**src/core_pkg.sv**
```systemverilog
`default_nettype none

package core_pkg;

  localparam int xlen = 64;
  localparam int mem_aw = 12;                      // Byte address bits, 4 KiB.
  localparam int mem_words_dflt = (1 << mem_aw) / 8;

  typedef enum logic [3:0] {
    alu_add,
    alu_sub,
    alu_sll,
    alu_slt,
    alu_sltu,
    alu_xor,
    alu_srl,
    alu_sra,
    alu_or,
    alu_and,
    alu_pass_b
  } alu_op_e;

  // Encoded as funct3.
  typedef enum logic [2:0] {
    br_beq  = 3'b000,
    br_bne  = 3'b001,
    br_blt  = 3'b100,
    br_bge  = 3'b101,
    br_bltu = 3'b110,
    br_bgeu = 3'b111
  } br_op_e;

  typedef enum logic [1:0] {wb_alu, wb_load, wb_pc4} wb_sel_e;

  typedef struct packed {
    logic [4:0] rd;
    logic [4:0] rs1;
    logic [4:0] rs2;
    logic       rs1_en;
    logic       rs2_en;
    logic       a_pc;
    logic       b_imm;
    alu_op_e    alu_op;
    logic       word_op;
    logic       br_en;
    br_op_e     br_op;
    logic       jal_en;
    logic       jalr_en;
    logic       load;
    logic       store;
    logic [1:0] mem_size;
    logic       mem_unsigned;
    logic       wb_en;
    wb_sel_e    wb_sel;
    logic       ebreak;
  } dec_t;

  typedef struct packed {
    logic [xlen-1:0] addr;
    logic [xlen-1:0] wdata;
    logic [7:0]      wstrb;
    logic            write;
  } mem_req_t;

  typedef struct packed {
    logic [xlen-1:0] rdata;
  } mem_rsp_t;

  typedef struct packed {
    logic [xlen-1:0] pc;
    logic [4:0]      rd;
    logic [xlen-1:0] wdata;
    logic            wen;
  } retire_t;

endpackage

`default_nettype wire

```
**src/mem_arbiter.sv**
```systemverilog
`timescale 1ns/1ps
`default_nettype none

module mem_arbiter import core_pkg::*; #(
  parameter int mem_words = mem_words_dflt
) (
  input  logic     clk,
  input  logic     reset,
  input  logic     host_req_valid,
  output logic     host_req_ready,
  input  mem_req_t host_req,
  output logic     host_rsp_valid,
  output mem_rsp_t host_rsp,
  input  logic     data_req_valid,
  output logic     data_req_ready,
  input  mem_req_t data_req,
  output logic     data_rsp_valid,
  output mem_rsp_t data_rsp,
  input  logic     fetch_req_valid,
  output logic     fetch_req_ready,
  input  mem_req_t fetch_req,
  output logic     fetch_rsp_valid,
  output mem_rsp_t fetch_rsp,
  output logic     mem_req_valid,
  input  logic     mem_req_ready,
  output mem_req_t mem_req,
  input  logic     mem_rsp_valid,
  input  mem_rsp_t mem_rsp
);

  logic [2:0] req, gnt, rdy, owner_q;  // Bit 0 host, 1 data, 2 fetch.
  logic       pending, range_ok, range_ok_q;
  mem_req_t   sel;
  mem_rsp_t   rsp;

  assign req = {fetch_req_valid, data_req_valid, host_req_valid};
  assign gnt = pending ? 3'b000 : req & (~req + 3'd1);  // Lowest set bit wins.
  assign rdy = gnt & {3{mem_req_ready}};
  assign {fetch_req_ready, data_req_ready, host_req_ready} = rdy;

  always_comb begin
    case (gnt)
      3'b001:  sel = host_req;
      3'b010:  sel = data_req;
      default: sel = fetch_req;
    endcase
  end

  // Out-of-range accesses write nothing and read zero.
  assign range_ok = sel.addr[xlen-1:3] < (xlen-3)'(mem_words);

  always_comb begin
    mem_req = sel;
    if (!range_ok) begin
      mem_req.wstrb = '0;
      mem_req.write = 1'b0;
    end
  end

  assign mem_req_valid = |gnt;

  always_ff @(posedge clk) begin
    if (reset) begin
      pending <= 1'b0;
      owner_q <= 3'b000;
    end else begin
      pending <= |rdy;
      if (|rdy) owner_q <= gnt;
    end
  end

  always_ff @(posedge clk) begin
    if (|rdy) range_ok_q <= range_ok;
  end

  assign rsp.rdata = range_ok_q ? mem_rsp.rdata : '0;

  assign host_rsp_valid  = mem_rsp_valid & owner_q[0];
  assign data_rsp_valid  = mem_rsp_valid & owner_q[1];
  assign fetch_rsp_valid = mem_rsp_valid & owner_q[2];
  assign host_rsp  = rsp;
  assign data_rsp  = rsp;
  assign fetch_rsp = rsp;

  assert property (@(posedge clk) disable iff (reset)
    |rdy |-> $onehot0(rdy) ##1 rdy == 3'b000);

endmodule

`default_nettype wire

```
**config.mk**
```make
export PLATFORM = sky130hd
export DESIGN_NAME = mem_arbiter
export DESIGN_NICKNAME = d
export VERILOG_FILES = /design/src/core_pkg.sv /design/src/mem_arbiter.sv
export SDC_FILE = /design/constraint.sdc
export NUM_CORES = 1
export LEC_CHECK = 0
export ABC_CLOCK_PERIOD_IN_PS = 5010
export BUFFER_PORTS_ARGS = -buffer_cell sky130_fd_sc_hd__buf_2
export CAP_MARGIN = 25
export CORE_AREA = 2 2 317 319
export CTS_CLUSTER_SIZE = 14
export DETAILED_ROUTE_END_ITERATION = 6
export DIE_AREA = 0 0 319 321
export GPL_TIMING_DRIVEN = 0
export SYNTH_ARGS = -nofsm -noshare
export SYNTH_HDL_FRONTEND = slang
export SYNTH_SLANG_ARGS = --single-unit
```
**constraint.sdc**
```tcl
create_clock -name clk -period 5.01 [get_ports clk]
set_clock_uncertainty 0.15 [all_clocks]
set_input_delay 0.501 -clock clk [delete_from_list [all_inputs] [get_ports clk]]
set_output_delay 0.501 -clock clk [all_outputs]
set_load 0.02 [all_outputs]
```
-- After elaboration in Yosys (flattened, before gate mapping)
Cells that the tools add are included.
- register bits after elaboration: 5
- bits in latches: 0
- memory bits (writable): 0
- bits in read-only memories: 0
- input bits: 482
- output and inout port bits: 336
- logic and storage cells: 19
- memories: 0
- add/subtract/negate cells: 1
- multiply operators: 0
- divide/modulo/power cells: 0
- magnitude comparators: 1
- equal/unequal tests: 2
- shift operators: 0
- mux-type cells: 4
- bitwise gates (word level): 6
- reductions and logical operators: 2
- operators with widths (operator ; number):
    137-bit case mux with 2 select lines ; 1
    64-bit two-way mux ; 1
    61-bit by 10-bit less-than comparator with 1-bit output, second input constant ; 1
    9-bit two-way mux ; 1
    3-bit bitwise AND ; 2
    3-bit OR reduction ; 2
    3-bit by 1-bit adder with 3-bit output, second input constant ; 1
    1-bit bitwise AND ; 3
    3-bit by 1-bit equality test with 1-bit output, second input constant ; 1
    3-bit by 2-bit equality test with 1-bit output, second input constant ; 1
    3-bit two-way mux ; 1
    3-bit inverter ; 1

-- Depth between registers and ports, before layout
- depth in word-level cells: 8
- gate-level depth with buffers: 10
- depth with buffers taken out: 6

-- Worst setup path after synthesis
No wires, ideal clock.
- kind: input to output
- from: input data_req_valid
- to: output mem_req[0] in the netlist's numbering
- arrival time: 2.446 ns
- required time: 4.359 ns
- setup slack: 1.913 ns
- stages on the path: 10
- buffers on the path: 4
- path through: buf_6 > nand2b_1 > buf_2 > clkbuf_1 > nor3_1 > nor3_1 > nor4_1 > and4_1 > buf_2 > and4_1
- RTL lines (what ; RTL line ; RTL):
    from (decl) ; mem_arbiter.sv:14 ; input logic data_req_valid,
    to (decl) ; mem_arbiter.sv:26 ; output mem_req_t mem_req,

==> metrics <==
# clock sinks 5; worst path buffer plus inverter count 5; Cell Area, Synth about 4900 um^2; max incr delay on CP 860 ps; largest net degree at the start of global routing 11; RSZ-0062 raised after global routing no; initial antenna violation count 83; Synth warnings 0; Core ar. between 90000 and 100000 um^2; Starting Density 0.0492; Post-synth top flop dfxtp_1; fin crit period approximately 4600 ps; post-layout net count ~2.1k; Final setup viols 0; status finished clean; Hold WC Path Type in -> reg; Max-slew headroom 0.173; Pleak ~0.0056 uW; vias in the first global route 9149; # fillers approximately 12k; fmax about 220 MHz; WP data required about 4400 ps; Cell variety after synth 40; hold-fix buffers at CTS 0; CTS resizes 0; register area share after synthesis 0.0225; CP max FO 10; htree depth 1; GP Congestion 0.927; ys async rst share 0; # rows ~120; synthesized net count 1287; gr ovfl total 0; Total Power roughly 1500 uW; FF+latch count, synth 5; post-CTS setup buffer count 0; Die W 319 um; Pre-Repair DR Iteration Count 5; CP Launch Type flip-flop; Post-route DRC 0; Gate Count Post-Synth 805; CTS tree yes; CP arrival ~4000 ps; Clk pin slew, worst setup/hold paths around 40 ps; critical path's slowest cell nor3_1; post-route ant nets 0; drt wl/cell about 27 um; cell family with most CP delay simple AND/OR/NAND/NOR gates; die extent in y roughly 320 um; crit path capture type output pin; Layout area overhead 121%; CP most frequent cell buf_4; sequence of cells on the critical path buf_4 -> buf_4 -> buf_4 -> buf_2 -> nor3b_1 -> nor3_1 -> and4bb_2 -> and4_1 -> buf_2; Max-cap violations 0; clk buf depth 2; CP Class reg -> out; VDD IR max 0.0575 mV; post-route insts no fill a little under 3k; io pins 818; power density over cell area 138 nW/um^2; final setup TNS 0 ps; die area between 100000 and 150000 um^2; most frequent cells in the layout 828 x buf_2, 141 x buf_4, 86 x a22oi_1, 86 x nand2_1, 86 x o21ai_0; Post-DP HPWL around 74000 um; Slew Limit Fails 0; I/O Buffers just over 800; final hold violation count 0; vias per cell approximately 3.4; first-pass GRT wire length ~97000 um; Iteration-0 DRC Markers between 600 and 700; number of synthesized flops with an enable pin 1; final instance area 10800 um^2; clock root buffer clkbuf_16; hold_ws between 300 and 400 ps; TritonCTS buffer count 3; most common cell after layout, fill and taps aside buf_2; Area after DPL around 11000 um^2; GRT Total Usage 0.148; DRT Wirelength between 80000 and 90000 um; Tcrit/Tclk final 0.924; Clk Latency, worst-skew pair approximately 230 ps; Syn Area/Cell 6.07 um^2; Worst-Margin Slew around 1200 ps; share of layout cells above drive strength 1 0.607; placed cell count around 3k; Vias roughly 10k
## flip-flops by register name, indices dropped and copies added, names as in the netlist
register    count
pending         1
range_ok_q      1
owner_q         3
## cells in the mapped netlist, types with 6 or more instances
master | n | area (um^2)
a21oi_1 | 15 | 75.1
a221oi_1 | 8 | 70.1
a22oi_1 | 86 | 646
and2_1 | 71 | 444
and4_1 | 12 | 105
buf_2 | 12 | 60.1
buf_4 | 135 | 1010
buf_6 | 6 | 67.6
clkbuf_1 | 50 | 188
inv_1 | 12 | 45.0
nand2_1 | 86 | 323
nor2_1 | 56 | 210
nor2b_1 | 10 | 62.6
nor3_1 | 65 | 325
nor3b_1 | 44 | 330
nor4_1 | 9 | 56.3
o21ai_0 | 86 | 430
## final cells by class
type | instances | area [um^2] | area share
antenna | 35 | 87.6 | 0.00810
buffer | 205 | 1350 | 0.125
clock buffer | 4 | 78.8 | 0.00729
inverter | 12 | 45.0 | 0.00417
multi-input combinational | 582 | 3380 | 0.312
sequential | 5 | 110 | 0.0102
tap | 1298 | 1620 | 0.150
timing repair buffer | 823 | 4140 | 0.383
## worst paths after layout
check                     startpoint                       to  slack, ps  depth (start not counted)
max               pending$_SDFF_PP0_               mem_req[1]        380                          9
min                            reset       pending$_SDFF_PP0_        330                          2
max reg2reg       pending$_SDFF_PP0_     range_ok_q$_DFFE_PP_       1080                          8
min reg2reg  owner_q[0]$_SDFFE_PP0P_  owner_q[0]$_SDFFE_PP0P_        350                          2
## metal layers
layer | vias up | track usage | part of all wire
li1 | 4402 | - | -
met1 | 4578 | 0.189 | 0.43
met2 | 816 | 0.249 | 0.46
met3 | 191 | 0.0303 | 0.075
met4 | 20 | 0.0441 | 0.042
met5 | - | 0 | 0.0017
## metrics by stage
stage / setup slack [ps] / util
after floorplan: 1910 / -
after global placement: -209 / 0.107
after detailed placement: 328 / 0.107
after CTS: 73.4 / 0.108
after global routing: 334 / 0.108
final: 379 / 0.109
## cells by family (layout without fill, tap and decap cells)
| logic type | Yosys count | after routing | synth area share |
|---|---|---|---|
| simple gates | 376 | 376 | 0.415 |
| buf+inv | 218 | 1044 | 0.287 |
| compound gates | 206 | 206 | 0.275 |
| flops | 5 | 5 | 0.0225 |
| other cells | 0 | 35 | 0 |
## report_power, final
group	internal, uW	switching [uW]	total (uW)	leakage [uW]
logic	435	876	1310	0.00552
registers	43.2	1.45	44.6	0.0000429
clock network	106	29.7	135	0.0000384
total	584	907	1490	0.00560
Note: power is estimated with default switching activity, not from simulation.
