File: src/core_pkg.sv
`default_nettype none

package core_pkg;

  localparam int xlen = 64;
  localparam int mem_aw = 12;                      // Byte address bits, 4 KiB.
  localparam int mem_words_dflt = (1 << mem_aw) / 8;

  typedef enum logic [3:0] {
    alu_add,
    alu_sub,
    alu_sll,
    alu_slt,
    alu_sltu,
    alu_xor,
    alu_srl,
    alu_sra,
    alu_or,
    alu_and,
    alu_pass_b
  } alu_op_e;

  // Encoded as funct3.
  typedef enum logic [2:0] {
    br_beq  = 3'b000,
    br_bne  = 3'b001,
    br_blt  = 3'b100,
    br_bge  = 3'b101,
    br_bltu = 3'b110,
    br_bgeu = 3'b111
  } br_op_e;

  typedef enum logic [1:0] {wb_alu, wb_load, wb_pc4} wb_sel_e;

  typedef struct packed {
    logic [4:0] rd;
    logic [4:0] rs1;
    logic [4:0] rs2;
    logic       rs1_en;
    logic       rs2_en;
    logic       a_pc;
    logic       b_imm;
    alu_op_e    alu_op;
    logic       word_op;
    logic       br_en;
    br_op_e     br_op;
    logic       jal_en;
    logic       jalr_en;
    logic       load;
    logic       store;
    logic [1:0] mem_size;
    logic       mem_unsigned;
    logic       wb_en;
    wb_sel_e    wb_sel;
    logic       ebreak;
  } dec_t;

  typedef struct packed {
    logic [xlen-1:0] addr;
    logic [xlen-1:0] wdata;
    logic [7:0]      wstrb;
    logic            write;
  } mem_req_t;

  typedef struct packed {
    logic [xlen-1:0] rdata;
  } mem_rsp_t;

  typedef struct packed {
    logic [xlen-1:0] pc;
    logic [4:0]      rd;
    logic [xlen-1:0] wdata;
    logic            wen;
  } retire_t;

endpackage

`default_nettype wire

File: src/load_store_unit.sv
`timescale 1ns/1ps
`default_nettype none

module load_store_unit import core_pkg::*; (
  input  logic            clk,
  input  logic            reset,
  input  logic            lsu_start,
  input  logic [xlen-1:0] lsu_addr,
  input  logic [xlen-1:0] lsu_wdata,
  input  logic            lsu_load,
  input  logic            lsu_store,
  input  logic [1:0]      lsu_size,
  input  logic            lsu_unsigned,
  output logic            lsu_done,
  output logic [xlen-1:0] lsu_rdata,
  output logic            mem_req_valid,
  input  logic            mem_req_ready,
  output mem_req_t        mem_req,
  input  logic            mem_rsp_valid,
  input  mem_rsp_t        mem_rsp
);

  logic            busy;
  logic [2:0]      off, off_q;
  logic [1:0]      size_q;
  logic            uns_q;
  logic [7:0]      strb;
  logic [xlen-1:0] lane;

  assign off = lsu_addr[2:0];

  always_comb begin
    case (lsu_size)
      2'd0:    strb = 8'h01 << off;
      2'd1:    strb = 8'h03 << off;
      2'd2:    strb = 8'h0f << off;
      default: strb = 8'hff;
    endcase
  end

  always_ff @(posedge clk) begin
    if (reset) begin
      mem_req_valid <= 1'b0;
      busy          <= 1'b0;
    end else begin
      if (lsu_start) begin
        mem_req_valid <= 1'b1;
        busy          <= 1'b1;
      end else if (mem_req_valid && mem_req_ready) begin
        mem_req_valid <= 1'b0;
      end
      if (busy && mem_rsp_valid) busy <= 1'b0;
    end
  end

  always_ff @(posedge clk) begin
    if (lsu_start) begin
      mem_req.addr  <= {lsu_addr[xlen-1:3], 3'b000};
      mem_req.wdata <= lsu_wdata << {off, 3'b000};  // Into its byte lane.
      mem_req.wstrb <= lsu_store ? strb : 8'h00;
      mem_req.write <= lsu_store;
      off_q         <= off;
      size_q        <= lsu_size;
      uns_q         <= lsu_unsigned;
    end
  end

  assign lane = mem_rsp.rdata >> {off_q, 3'b000};

  always_comb begin
    case (size_q)
      2'd0:    lsu_rdata = uns_q ? {56'b0, lane[7:0]} : {{56{lane[7]}}, lane[7:0]};
      2'd1:    lsu_rdata = uns_q ? {48'b0, lane[15:0]} : {{48{lane[15]}}, lane[15:0]};
      2'd2:    lsu_rdata = uns_q ? {32'b0, lane[31:0]} : {{32{lane[31]}}, lane[31:0]};
      default: lsu_rdata = lane;
    endcase
  end

  assign lsu_done = busy && mem_rsp_valid;

  // Core must issue exactly one kind of access, naturally aligned.
  assert property (@(posedge clk) disable iff (reset)
    lsu_start |-> (lsu_load ^ lsu_store) && ((off & ~(3'b111 << lsu_size)) == 3'b000));

endmodule

`default_nettype wire

File: config.mk
export PLATFORM = sky130hd
export DESIGN_NAME = load_store_unit
export DESIGN_NICKNAME = d
export VERILOG_FILES = /design/src/core_pkg.sv /design/src/load_store_unit.sv
export SDC_FILE = /design/constraint.sdc
export NUM_CORES = 1
export LEC_CHECK = 0
export ABC_AREA = 1
export BUFFER_PORTS_ARGS = -buffer_cell sky130_fd_sc_hd__buf_2
export CAP_MARGIN = 10
export CORE_AREA = 2 2 156 158
export DETAILED_ROUTE_END_ITERATION = 8
export DIE_AREA = 0 0 158 160
export GPL_TIMING_DRIVEN = 0
export SLEW_MARGIN = 20
export SYNTH_ARGS = -nofsm -noshare
export SYNTH_HDL_FRONTEND = slang
export SYNTH_SLANG_ARGS = --single-unit
File: constraint.sdc
create_clock -name clk -period 2.2 [get_ports clk]
set_clock_uncertainty 0.2 [all_clocks]
set_input_delay 0.11 -clock clk [delete_from_list [all_inputs] [get_ports clk]]
set_output_delay 0.11 -clock clk [all_outputs]
set_load 0.02 [all_outputs]
# Word level (Yosys, flattened, before mapping)
# Cells that the tools add are included.
[op_classes] n_eq_ne=4 shift=5 n_mux=7 reduce_logical=6
[ops] operator="2-to-1 mux 64 bit" n=3
[ops] operator="case mux 64 bit (3 select lines)" n=1
[ops] operator="left shift 64 x 6 -> 64 bit" n=1
[ops] operator=">> shifter 64 x 6 -> 64 bit" n=1
[ops] operator="case mux 8 bit (3 select lines)" n=1
[ops] operator="left shift 1 x 3 -> 8 bit, first input constant" n=1
[ops] operator="left shift 2 x 3 -> 8 bit, first input constant" n=1
[ops] operator="left shift 4 x 3 -> 8 bit, first input constant" n=1
[ops] operator="== test 2 x 1 -> 1 bit, second input constant" n=2
[ops] operator="== test 2 bit, second input constant" n=2
[ops] operator="logical NOT 2 bit" n=2
[ops] operator="logical AND 1 bit" n=2
[ops] operator="2-to-1 mux 1 bit" n=2
[ops] operator="nonzero test 2 bit" n=1
[ops] operator="OR reduction 2 bit" n=1
[word_totals] ff_bits=142 inputBits=202 output_inout_bits=203 elab_cells=31

# Logic depth before layout (Yosys ltp)
# Gate-level depths: netlist of run 1.
[logic_depth] word_depth=3 ltp_mapped=11 ltp_nobuf=9

# Worst setup path after synthesis of run 1
# Ideal clock, no wire load.
[synth_timing] path_kind="flip-flop to output port" start="register off_q[0]" end="output lsu_rdata[2]" t_arrival_ns=1.578 t_required_ns=1.890 setup_slack_ns=0.312 stages_incl_launch_ff=9 cell_sequence="edfxtp_1 -> inv_2 -> buf_6 -> buf_6 -> buf_6 -> nand2_1 -> nand3_1 -> o21ai_0 -> o21ai_0"
[synth_via] elab_chain_len=3
[synth_rtl] element="start: declaration" line_no="load_store_unit.sv:24" rtl="logic [2:0] off, off_q;"
[synth_rtl] element="start signal: assignment" line_no="load_store_unit.sv:62" rtl="off_q <= off;"
[synth_rtl] element=">> shifter 64 x 6 -> 64 bit *" line_no="load_store_unit.sv:68" rtl="assign lane = mem_rsp.rdata >> {off_q, 3'b000};"
[synth_rtl] element="2-to-1 mux 64 bit (on tied branches)" line_no="load_store_unit.sv:74, load_store_unit.sv:72, load_store_unit.sv:73"
[synth_rtl] element="case mux 64 bit (3 select lines) *" line_no="load_store_unit.sv:71" rtl="case (size_q)"
[synth_rtl] element="end: declaration" line_no="load_store_unit.sv:15" rtl="output logic [xlen-1:0] lsu_rdata,"
# Every way passes the cells marked *; elsewhere a longest branch is shown, timed or not.

# Worst setup path after layout of run 1
[layout_timing] start="register off_q[0]" end="output lsu_rdata[37]"
# Same word-level chain as after synthesis.

==> results of run 1 <==
layout by cell type, fill, tap and decap left out, drive strengths merged:
master       Yosys  routed
diode            0       4
edfxtp         140     140
buf             53     465
o21a             1       1
o22ai            8       8
inv             71      78
a31oi            3       3
o21bai           3       3
nand2          317     317
clkinv           0       6
dlygate4sd3      0     114
o31ai            2       2
conb             1       3
bufinv           0       1
nor2            69      69
nand3           41      41
nand4           33      33
o221ai          12      12
a21oi           32      32
o211ai          39      39
clkinvlp         0       1
mux2i            2       2
clkbuf          24      50
nor3             2       2
ha               2       2
or2              8       8
dfxtp            2       2
a22oi            1       1
o21ai          124     124
synth_stat cells (12+ instances only):
master	count
nand4_1	33
o221ai_1	12
o21ai_0	116
buf_2	37
clkbuf_1	23
a21oi_1	32
o211ai_1	39
nor2_1	69
inv_1	68
nand3_1	40
nand2_1	314
edfxtp_1	140
layer usage:
metal	GRT usage, %	wire length [um]	up-vias
met5	0	27	-
met4	13.76	1945	4
met3	6.757	3732	118
met2	50.12	18870	629
met1	35.26	14180	4674
li1	-	-	4532
worst min-delay path by stage:
stage,cells after the start,to,startpoint,slack [ns]
4_1_cts,3,mem_req[46],lsu_wdata[21],0.006
3_3_place_gp,1,mem_req[131],lsu_addr[58],0.09
3_5_place_dp,1,mem_req[100],lsu_addr[27],0.09
6_report,3,mem_req[20],lsu_wdata[11],0.03
5_1_grt,3,mem_req[20],lsu_wdata[11],0.02
2_1_floorplan,1,mem_req_valid,reset,-0.02
state kept, by name, summed over array words and instances (netlist names):
| register | flops |
|---|---|
| uns_q | 1 |
| busy | 1 |
| size_q | 2 |
| off_q | 3 |
| mem_req_valid | 1 |
| mem_req | 134 |
per-stage QoR:
step | total power (W) | worst slack (ns)
4_1_cts | 0.008970 | -0.2862
3_5_place_dp | 0.005676 | -0.04188
6_report | 0.009096 | -0.3233
2_1_floorplan | 0.004665 | 0.3122
5_1_grt | 0.009432 | -0.3933
3_3_place_gp | 0.005680 | -0.8892
final cells by class:
class / instances / area, sq um
well taps: 324 / 405.4
fillers: 2310 / 10470
repair buffers: 535 / 3661
clock buffers: 17 / 425.4
inverters: 71 / 271.5
diodes: 4 / 10.01
multi-input cells: 702 / 3637
plain buffers: 77 / 544.3
clock inverters: 15 / 151.4
flip-flops and latches: 142 / 4244
worst register-to-register path, stage by stage (launching register included):
cell and delay [ns]:
dfxtp_1 0.34, a21oi_1 0.17, nor2_1 0.06, dlygate4sd3_1 0.55
kinds of logic after synthesis:
| kind of cell | count (synthesis) | share of synthesized area (%) |
|---|---|---|
| and+or+nand+nor | 470 | 23.74 |
| adders and majority gates | 2 | 0.3057 |
| DFF | 142 | 51.86 |
| other | 1 | 0.04582 |
| AOI/OAI and AO/OA | 225 | 15.88 |
| buffers and inverters | 148 | 7.919 |
| muxes | 2 | 0.2446 |
where the power goes:
part,leakage [nW],internal (W),switching (W)
Sequential,1.38,0.00324,0.0000713
Combinational,4.56,0.00112,0.00179
Clock,0.281,0.00160,0.00128
what timing repair did:
| action | 4_1_cts | 5_1_grt |
|---|---|---|
| hold buffers | 111 | 3 |
| endpoints found under the hold margin | 167 | 3 |
| setup endpoints to repair | 63 | 90 |
| pin swaps | 19 | 21 |
| resized for setup | 188 | 97 |
| cloned | 3 | 1 |
| buffers inserted | 14 | 2 |
==> key figures, run 1 <==
Yosys
  • Synth Area per Inst: 8.267 sq um
  • Count of cell types in the netlist: 34
  • Synthesized cell area: 0.008184 sq mm
  • Cells after Synth: ~1,000
  • Part of the Yosys area used for sequential elements: roughly half
  • Async S/R FF share, synth: 0%
  • Post-synth EDFFs: 140
  • Yosys top cell area share: 51.37%
  • Synth area leader: edfxtp_1
  • #FFs+latches synth: 142
  • Dominant synthesized flop cell: edfxtp_1
  • Synth Warn #: 0
  • Area contributors post-synth: edfxtp_1 51%, nand2_1 14%, o21ai_0 7.1%, o211ai_1 3.6%, nor2_1 3.2%

Run status
  • Outcome: finished with violations
  • Failing checks: negative setup slack

Global routing
  • Largest net degree at the start of global routing: 92
  • GR Util All Layers: 29.51%
  • Remaining Overflow, GRT: 0
  • Vias in the first global route: 9,833
  • First-pass GRT wire length: between 50,000 and 60,000 um
  • Initial antenna violation count: 6

Power and ir drop
  • Worst IR Drop VDD: between 500 and 600 uV
  • PD cells: 681.3 mW/mm^2
  • Leakage power: around 6.2 nW

Placed design
  • Gpl congestion: between 0.9 and 1
  • Post-DP Area: 0.01064 sq mm
  • Inst Count DP: 1,717
  • Port Buffers: 400
  • DP HPWL: ~28,000 um

Clocking
  • H-tree lvl count: 4
  • CTS tree: done
  • Clock Latency Late Sink: 0.42 ns
  • Reg clk slew, reported paths: 0.06 ns
  • CTS Sinks: 142
  • Total CTS buffers: 17
  • CTS Root Cell: clkbuf_16
  • CTS max path bufs: 2

Worst setup path
  • R2r worst-path depth: 3
  • CP startpoint: off_q[0]
  • CP Cell Sequence: buf_6, buf_4, nand2_2, nand3_2, nand3_2, nand2_4, nand3_4, buf_6, nand4_1, buf_4
  • Required time worst endpoint: 1.89 ns
  • Reg2reg setup slack: 0.78 ns
  • CP Capture Type: output port
  • Arr. time, crit path: 2.21 ns
  • CP Buf/Inv Count: 4
  • Max FO, Critical Path: 10
  • Largest stage delay, worst path: about 0.44 ns
  • Stages on worst setup path: 10
  • Delay-heaviest family, CP: buffers and inverters
  • Critical path's slowest cell: edfxtp_1
  • Reg-to-Reg End: mem_req_valid
  • WS Path Type: flip-flop to output port
  • R2r startpoint: mem_req_valid
  • Startpoint Class: flip-flop
  • Critical Path Sink: lsu_rdata[37]

Drt
  • Vias per inst: ~5.3
  • Iteration-0 DRC Markers: about 1,000
  • Vias: 9,957
  • Final wirelength: between 30,000 and 40,000 um
  • Final ANT Viol Nets: 0
  • DRC: 0
  • Pre-antenna DRT Iters: 6
  • Drt wl/cell: ~21 um

Layout
  • Layout cells sized above 1: between 30 and 40%
  • Layout net count: 1,750
  • Finished Layout Cells: 1,887
  • Final instance area: 0.01335 sq mm
  • Fin util: 56.05%
  • Layout area overhead: 63.12%

Floorplanning
  • Core Rows: 57
  • Full die area: 0.02528 sq mm
  • Initial Utilization: between 30% and 40%
  • Die Span Y: approximately 160 um
  • Core area: 0.02382 sq mm
  • # IOs: 405
  • Die W: approximately 160 um

Timing
  • Fin Hold WS: 0.03428 ns
  • Pins Over Slew Limit: 0
  • Period utilisation layout: 114.7%
  • Final min period: around 2.5 ns
  • Fin. Hold Viols: 0
  • Setup tns final: -15.86 ns
  • Final WS setup: -0.3233 ns
  • FMAX: 0.3963 GHz
  • Setup Viol. Count Final: between 60 and 70
  • Worst slew pin tran: between 0.6 and 0.7 ns
  • Rel. slew slack: between 50% and 60%
  • RSZ-0062 raised after global routing: yes

Worst hold path
  • Min-Delay Path Class: input port to flip-flop

Flow run
  • Maxcap violations: 0
No activity file was read; power rests on OpenSTA's default activity.
==> run 2: changes to the inputs <==
Clock period 2.2 ns to 3.2 ns, I/O delays scaled along.
==> run 2 against run 1 <==
Against the previous run:
- the flow now finishes without violations
- register-to-register slack improved by 1.0 ns
- combinational power fell by 41%
- routed wire length fell by 2.9%
- sequential power fell by 31%
- core utilization fell by 4.9 points
- total power fell by 34%
- critical path type is now input port to flip-flop
==> key figures, run 2 (synthesized netlist as in run 1, its figures left out) <==
Power and ir drop
  • Leakage power: 5.781 nW
  • Worst IR Drop VDD: 358.8 uV
  • PD cells: 489.4 mW/mm^2

Clocking
  • CTS max path bufs: 2
  • Reg clk slew, reported paths: 0.07 ns
  • Clock Latency Late Sink: about 0.42 ns
  • CTS Sinks: about 140
  • Total CTS buffers: 17
  • H-tree lvl count: 4
  • CTS Root Cell: clkbuf_16
  • CTS tree: done

Worst setup path
  • CP Capture Type: flip-flop
  • Startpoint Class: input port
  • Arr. time, crit path: 2.78 ns
  • Max FO, Critical Path: 10
  • Reg2reg setup slack: between 1.5 and 2 ns
  • Delay-heaviest family, CP: buffers and inverters
  • Required time worst endpoint: 3.18 ns
  • WS Path Type: input port to flip-flop
  • Largest stage delay, worst path: 0.60 ns
  • Critical path's slowest cell: dlygate4sd3_1
  • CP Buf/Inv Count: 5
  • Cell mode on critical path: dlygate4sd3_1
  • CP Cell Sequence: dlygate4sd3_1, buf_2, clkbuf_1, buf_1, nand2_1, o21ai_0, o221ai_1, dlygate4sd3_1

Global routing
  • Remaining Overflow, GRT: 0
  • First-pass GRT wire length: 54,370 um
  • Initial antenna violation count: 5
  • Vias in the first global route: 9,454
  • GR Util All Layers: about 29%
  • Largest net degree at the start of global routing: 92

Placed design
  • Gpl congestion: 0.9369
  • Port Buffers: 400
  • Post-DP Area: around 0.011 sq mm
  • DP HPWL: ~28,000 um

Floorplanning
  • Die Span Y: approximately 160 um
  • Initial Utilization: 34.36%
  • Core Rows: 57
  • Core area: about 0.024 sq mm
  • Die W: 158 um
  • # IOs: 405
  • Full die area: 0.02528 sq mm

Drt
  • Drt wl/cell: 20.35 um
  • Vias: 9,687
  • DRC: 0
  • Final wirelength: 37,630 um
  • Final ANT Viol Nets: 0
  • Vias per inst: 5.239
  • Iteration-0 DRC Markers: about 900
  • Pre-antenna DRT Iters: 8

Layout
  • Largest reg by FF count: mem_req
  • Final instance area: 0.01219 sq mm
  • Sequential cell area: 0.004244 sq mm
  • Most frequent cells in the layout: 436 x buf_2, 314 x nand2_1, 140 x edfxtp_1
  • Flip-flop count of the largest register after layout: 134
  • Top flop regs: mem_req (134), off_q (3), size_q (2)
  • Layout net count: 1,713
  • # fillers: approximately 2,400
  • Layout area overhead: 48.97%
  • Area of the multi-input gates: 0.003299 sq mm
  • Layout cells sized above 1: between 30% and 40%
  • Commonest non-fill, non-tap cell in the layout: buf_2

Worst hold path
  • Min-Delay Path Class: input port to flip-flop

Timing
  • Period utilisation layout: approximately 88%
  • Pins Over Slew Limit: 0
  • Rel. slew slack: 55.27%
  • FMAX: between 0.3 and 0.4 GHz
  • Worst slew pin tran: between 0.6 and 0.7 ns
  • Fin. Hold Viols: 0
  • Final min period: 2.803 ns
  • RSZ-0062 raised after global routing: no
  • Setup Viol. Count Final: 0
  • Setup tns final: 0 ns

Flow run
  • Maxcap violations: 0

Run status
  • Outcome: finished clean
-- run 2: cell count changes in the layout (fill, tap and decap cells not counted), sizes merged --
cell,previous run,this run
clkbuf,50,41
dlygate4sd3,114,97
buf,465,454
diode,4,3
-- run 2: stage by stage --
stage | setup WS (ns) | util [%] | cells | total power (W) | hold WS [ns]
floorplan | 1.262 | - | 992 | 0.003207 | 0.03238
global placement | 0.06076 | 44.50 | 1716 | 0.003905 | 0.1366
detailed placement | 0.9081 | 44.65 | 1717 | 0.003902 | 0.1383
CTS | 0.4450 | 51.11 | 1845 | 0.005967 | 0.001235
global route | 0.1994 | 51.18 | 1849 | 0.006192 | 0.02427
finish | 0.3969 | 51.18 | 1849 | 0.005966 | 0.01403
-- run 2: path summary, 6_finish.rpt --
path / startpoint / to / cells past startpoint
worst max-delay path: lsu_addr[1] / mem_req[67] / 8
worst min-delay path: lsu_wdata[60] / mem_req[69] / 3
worst min register to register: busy / busy / 2
worst max register to register: mem_req_valid / mem_req_valid / 3
-- run 2: per-layer routing --
layer / vias to the layer above / GRT usage [%] / wire, um
met2: 629 / 48.20 / 18040
met5: - / 0 / 27
met1: 4493 / 35.16 / 13810
li1: 4451 / - / -
met3: 110 / 7.381 / 4025
met4: 4 / 13.10 / 1727
-- run 2: where the power goes --
part	total, W	internal, W	switching [W]
sequential	0.00228	0.00223	0.0000488
clock	0.00198	0.00110	0.000880
combinational	0.00171	0.000575	0.00114
-- run 2: cell type report --
cell class | count | area share, %
Inverter | 71 | 2.186
Timing Repair Buffer | 498 | 24.69
Clock buffer | 17 | 3.489
Multi-Input combinational cell | 702 | 27.06
Antenna cell | 3 | 0.06158
Buffer | 77 | 3.130
Sequential cell | 142 | 34.81
Clock inverter | 15 | 1.242
Tap cell | 324 | 3.325
-- run 2: what timing repair did --
item / CTS / global route
resized for setup: 0 / 0
setup buffers: 0 / 0
hold buffers: 96 / 1
hold endpoints to repair: 154 / 1
-- run 2: worst min-delay path, delay by kind of cell --
kind	cells	cell delay, ns
AOI/OAI and AO/OA	1	0.22
buffers and inverters	1	0.09
and+or+nand+nor	1	0.04
==> run 3: changes to the inputs <==
Settings changed: ABC_AREA 1 to not set, CORE_AREA 2 2 156 158 to 2 2 157 159, DIE_AREA 0 0 158 160 to 0 0 159 161.
==> run 3 against run 2 <==
Against the previous run:
- the run now ends with negative hold slack left
- synthesized area rose by 3.1%
- register-to-register slack improved by 0.07 ns
- sequential share of layout area fell by 0.45 points
- routed wire length fell by 12%
- combinational power barely moved
- critical endpoint is now lsu_rdata[50]
==> key figures, run 3 <==
Yosys
  • Yosys top cell area share: 49.84%
  • Synth area leader: edfxtp_1
  • Async S/R FF share, synth: 0%
  • #FFs+latches synth: 142
  • Commonest cells in the netlist: 140 x edfxtp_1, 67 x mux2i_1, 63 x nand2_1, 53 x nor2_1, 39 x mux2_2
  • Synthesized cell area: about 0.0084 sq mm
  • Cells after Synth: ~700
  • Part of the Yosys area used for sequential elements: 50.32%
  • Dominant synthesized flop cell: edfxtp_1
  • Post-synth EDFFs: 140
  • Synth Area per Inst: 12.12 sq um
  • Area contributors post-synth: edfxtp_1 50%, mux4_2 9.3%, mux2i_1 8.0%, mux2_2 5.2%, nand2_1 2.8%
  • Count of cell types in the netlist: 46
  • Count leader, synth: edfxtp_1
  • Synth Warn #: 0

Floorplanning
  • Core area: 0.02396 sq mm
  • Initial Utilization: 35.20%
  • Die W: 159 um
  • Full die area: 0.02560 sq mm
  • Core Rows: 57
  • # IOs: 405
  • Die Span Y: 161 um

Worst setup path
  • CP Capture Type: output port
  • Max FO, Critical Path: 10
  • R2r worst-path depth: 3
  • R2r startpoint: mem_req_valid
  • Required time worst endpoint: about 2.8 ns
  • Startpoint Class: flip-flop
  • Arr. time, crit path: 2.53 ns
  • CP startpoint: off_q[1]
  • Reg-to-Reg End: mem_req_valid
  • WS Path Type: flip-flop to output port
  • Reg2reg setup slack: ~1.9 ns

Drt
  • Met3 wire length: 3180 um
  • Vias: 8,211
  • Top routing layer in use: met4
  • Final wirelength: 33,100 um
  • DRC: 0
  • Met1 Wirelength: 12,920 um
  • Met2 wire len: 16,340 um
  • Iteration-0 DRC Markers: 808
  • Pre-antenna DRT Iters: 6
  • Vias per inst: approximately 5.3
  • Drt wl/cell: 21.42 um
  • Final ANT Viol Nets: 0

Run status
  • Outcome: finished with violations
  • Failing checks: negative hold slack

Global routing
  • Initial antenna violation count: 2
  • GR Util All Layers: between 20 and 30%
  • First-pass GRT wire length: 49,180 um
  • Remaining Overflow, GRT: 0
  • Largest net degree at the start of global routing: 77
  • Vias in the first global route: 8,299

Clocking
  • Postcts setup bufs: 0
  • CTS Sinks: 142
  • H-tree lvl count: 4
  • Total CTS buffers: 17
  • CTS Root Cell: clkbuf_16
  • PostCTS Resize Cnt: 0
  • Reg clk slew, reported paths: approximately 0.070 ns
  • Clock Latency Late Sink: 0.42 ns
  • CTS tree: done
  • Hold bufs inserted after CTS: 89
  • CTS max path bufs: 2

Timing
  • Rel. slew slack: 43.58%
  • Fin. Hold Viols: 2
  • Final min period: 2.890 ns
  • Period utilisation layout: 90.30%
  • Fin Hold WS: -0.001029 ns
  • Pins Over Slew Limit: 0
  • FMAX: between 0.3 and 0.4 GHz
  • Worst slew pin tran: roughly 0.85 ns
  • RSZ-0062 raised after global routing: no
  • Setup tns final: 0 ns
  • Setup Viol. Count Final: 0

Worst hold path
  • Min-Delay Path Class: input port to flip-flop
  • Hold Crit Depth: 1
  • Hold Path End: mem_req[115]
  • Hold Crit Start: lsu_start

Layout
  • Top flop regs: mem_req (134), off_q (3), size_q (2)
  • Layout cells sized above 1: 46.15%
  • Layout area overhead: 46.46%
  • Most frequent cells in the layout: 430 x buf_2, 140 x edfxtp_1, 89 x dlygate4sd3_1
  • Largest reg by FF count: mem_req
  • Flip-flop count of the largest register after layout: 134
  • Fin util: between 50 and 60%
  • Layout net count: 1,411
  • Commonest non-fill, non-tap cell in the layout: buf_2

Power and ir drop
  • Psw: 0.001927 W
  • Switching Fraction: 32.37%
  • Share of power burned in registers: a little under two fifths
  • Leakage power: 5.467 nW
  • Worst IR Drop VDD: roughly 260 uV
  • PD cells: 481.9 mW/mm^2
  • Clock power share: about a third
  • Combinational fraction of design power: between 20 and 30%
  • Total Power: 0.005953 W
  • Cell Int Power: just over 0.004 W

Placed design
  • DP HPWL: about 25,000 um
  • Gpl congestion: 0.8902
  • Port Buffers: 400

Flow run
  • Maxcap violations: 0
run 3: changes by cell type after synthesis, moves of 35 or more:
| cell | change |
|---|---|
| mux2i_1 | +65 |
| nand2_1 | -251 |
| mux4_2 | +35 |
| o21ai_0 | -84 |
| o211ai_1 | -35 |
| mux2_2 | +39 |
| inv_1 | -60 |
run 3: power by group through the flow:
stage	clock, W	combinational (W)	sequential [W]
after detailed placement	0	0.00164	0.00231
after CTS	0.00198	0.00173	0.00228
after floorplan	0	0.000763	0.00251
after global routing	0.00204	0.00184	0.00229
after global placement	0	0.00163	0.00232
final	0.00193	0.00174	0.00228
run 3: area by class of cell:
class                           instances  area, sq um
Multi-Input combinational cell        480         3791
Clock inverter                         12        126.4
Sequential cell                       142         4244
Inverter                                9        33.78
Tap cell                              324        405.4
Timing Repair Buffer                  490         2930
Buffer                                 67        372.9
Antenna cell                            1        2.502
Clock buffer                           20        446.7
Fill cell                            2221        11610
run 3: kinds of logic (layout without fill, tap and decap cells):
kind of cell	after synthesis	after routing	share of synthesized area, %
AND/OR/NAND/NOR	217	217	13.10
multiplexers	142	142	22.67
flip-flops	142	142	50.32
AO/OA/AOI/OAI	116	116	8.753
buffers and inverters	76	598	4.821
adder cells (fa/ha/maj)	2	2	0.2966
other	1	4	0.04446
run 3: how the worst max path moves through the flow:
stage                                to  slack, ns
final                     lsu_rdata[50]       0.31
after global routing      lsu_rdata[50]       0.19
after CTS                 lsu_rdata[26]       0.35
after detailed placement  lsu_rdata[26]       0.81
after global placement     mem_req[118]       0.02
after floorplan           lsu_rdata[10]       1.14
run 3: metal layers:
layer	track usage, %	vias to the layer above
met4	6.818	0
met5	0	-
met3	6.959	55
met1	31.18	3962
met2	43.04	485
li1	-	3709
run 3: per-stage QoR:
stage	setup WS (ns)	cells	instance area [sq um]	hold WS, ns
detailed placement	0.8098	1423	10890	0.1382
finish	0.3105	1545	12350	-0.001029
CTS	0.3531	1544	12350	0.001347
global route	0.1910	1545	12350	0.01603
global placement	0.01532	1422	10850	0.1363
floorplan	1.144	698	8442	0.03238
run 3: worst max-delay path, cell delays in order (launching register included):
cell	delay, ns
edfxtp_1	0.41
buf_6	0.18
mux2i_1	0.35
a22oi_2	0.10
nand4_1	0.16
clkbuf_1	0.44
nand4_1	0.26
buf_2	0.23
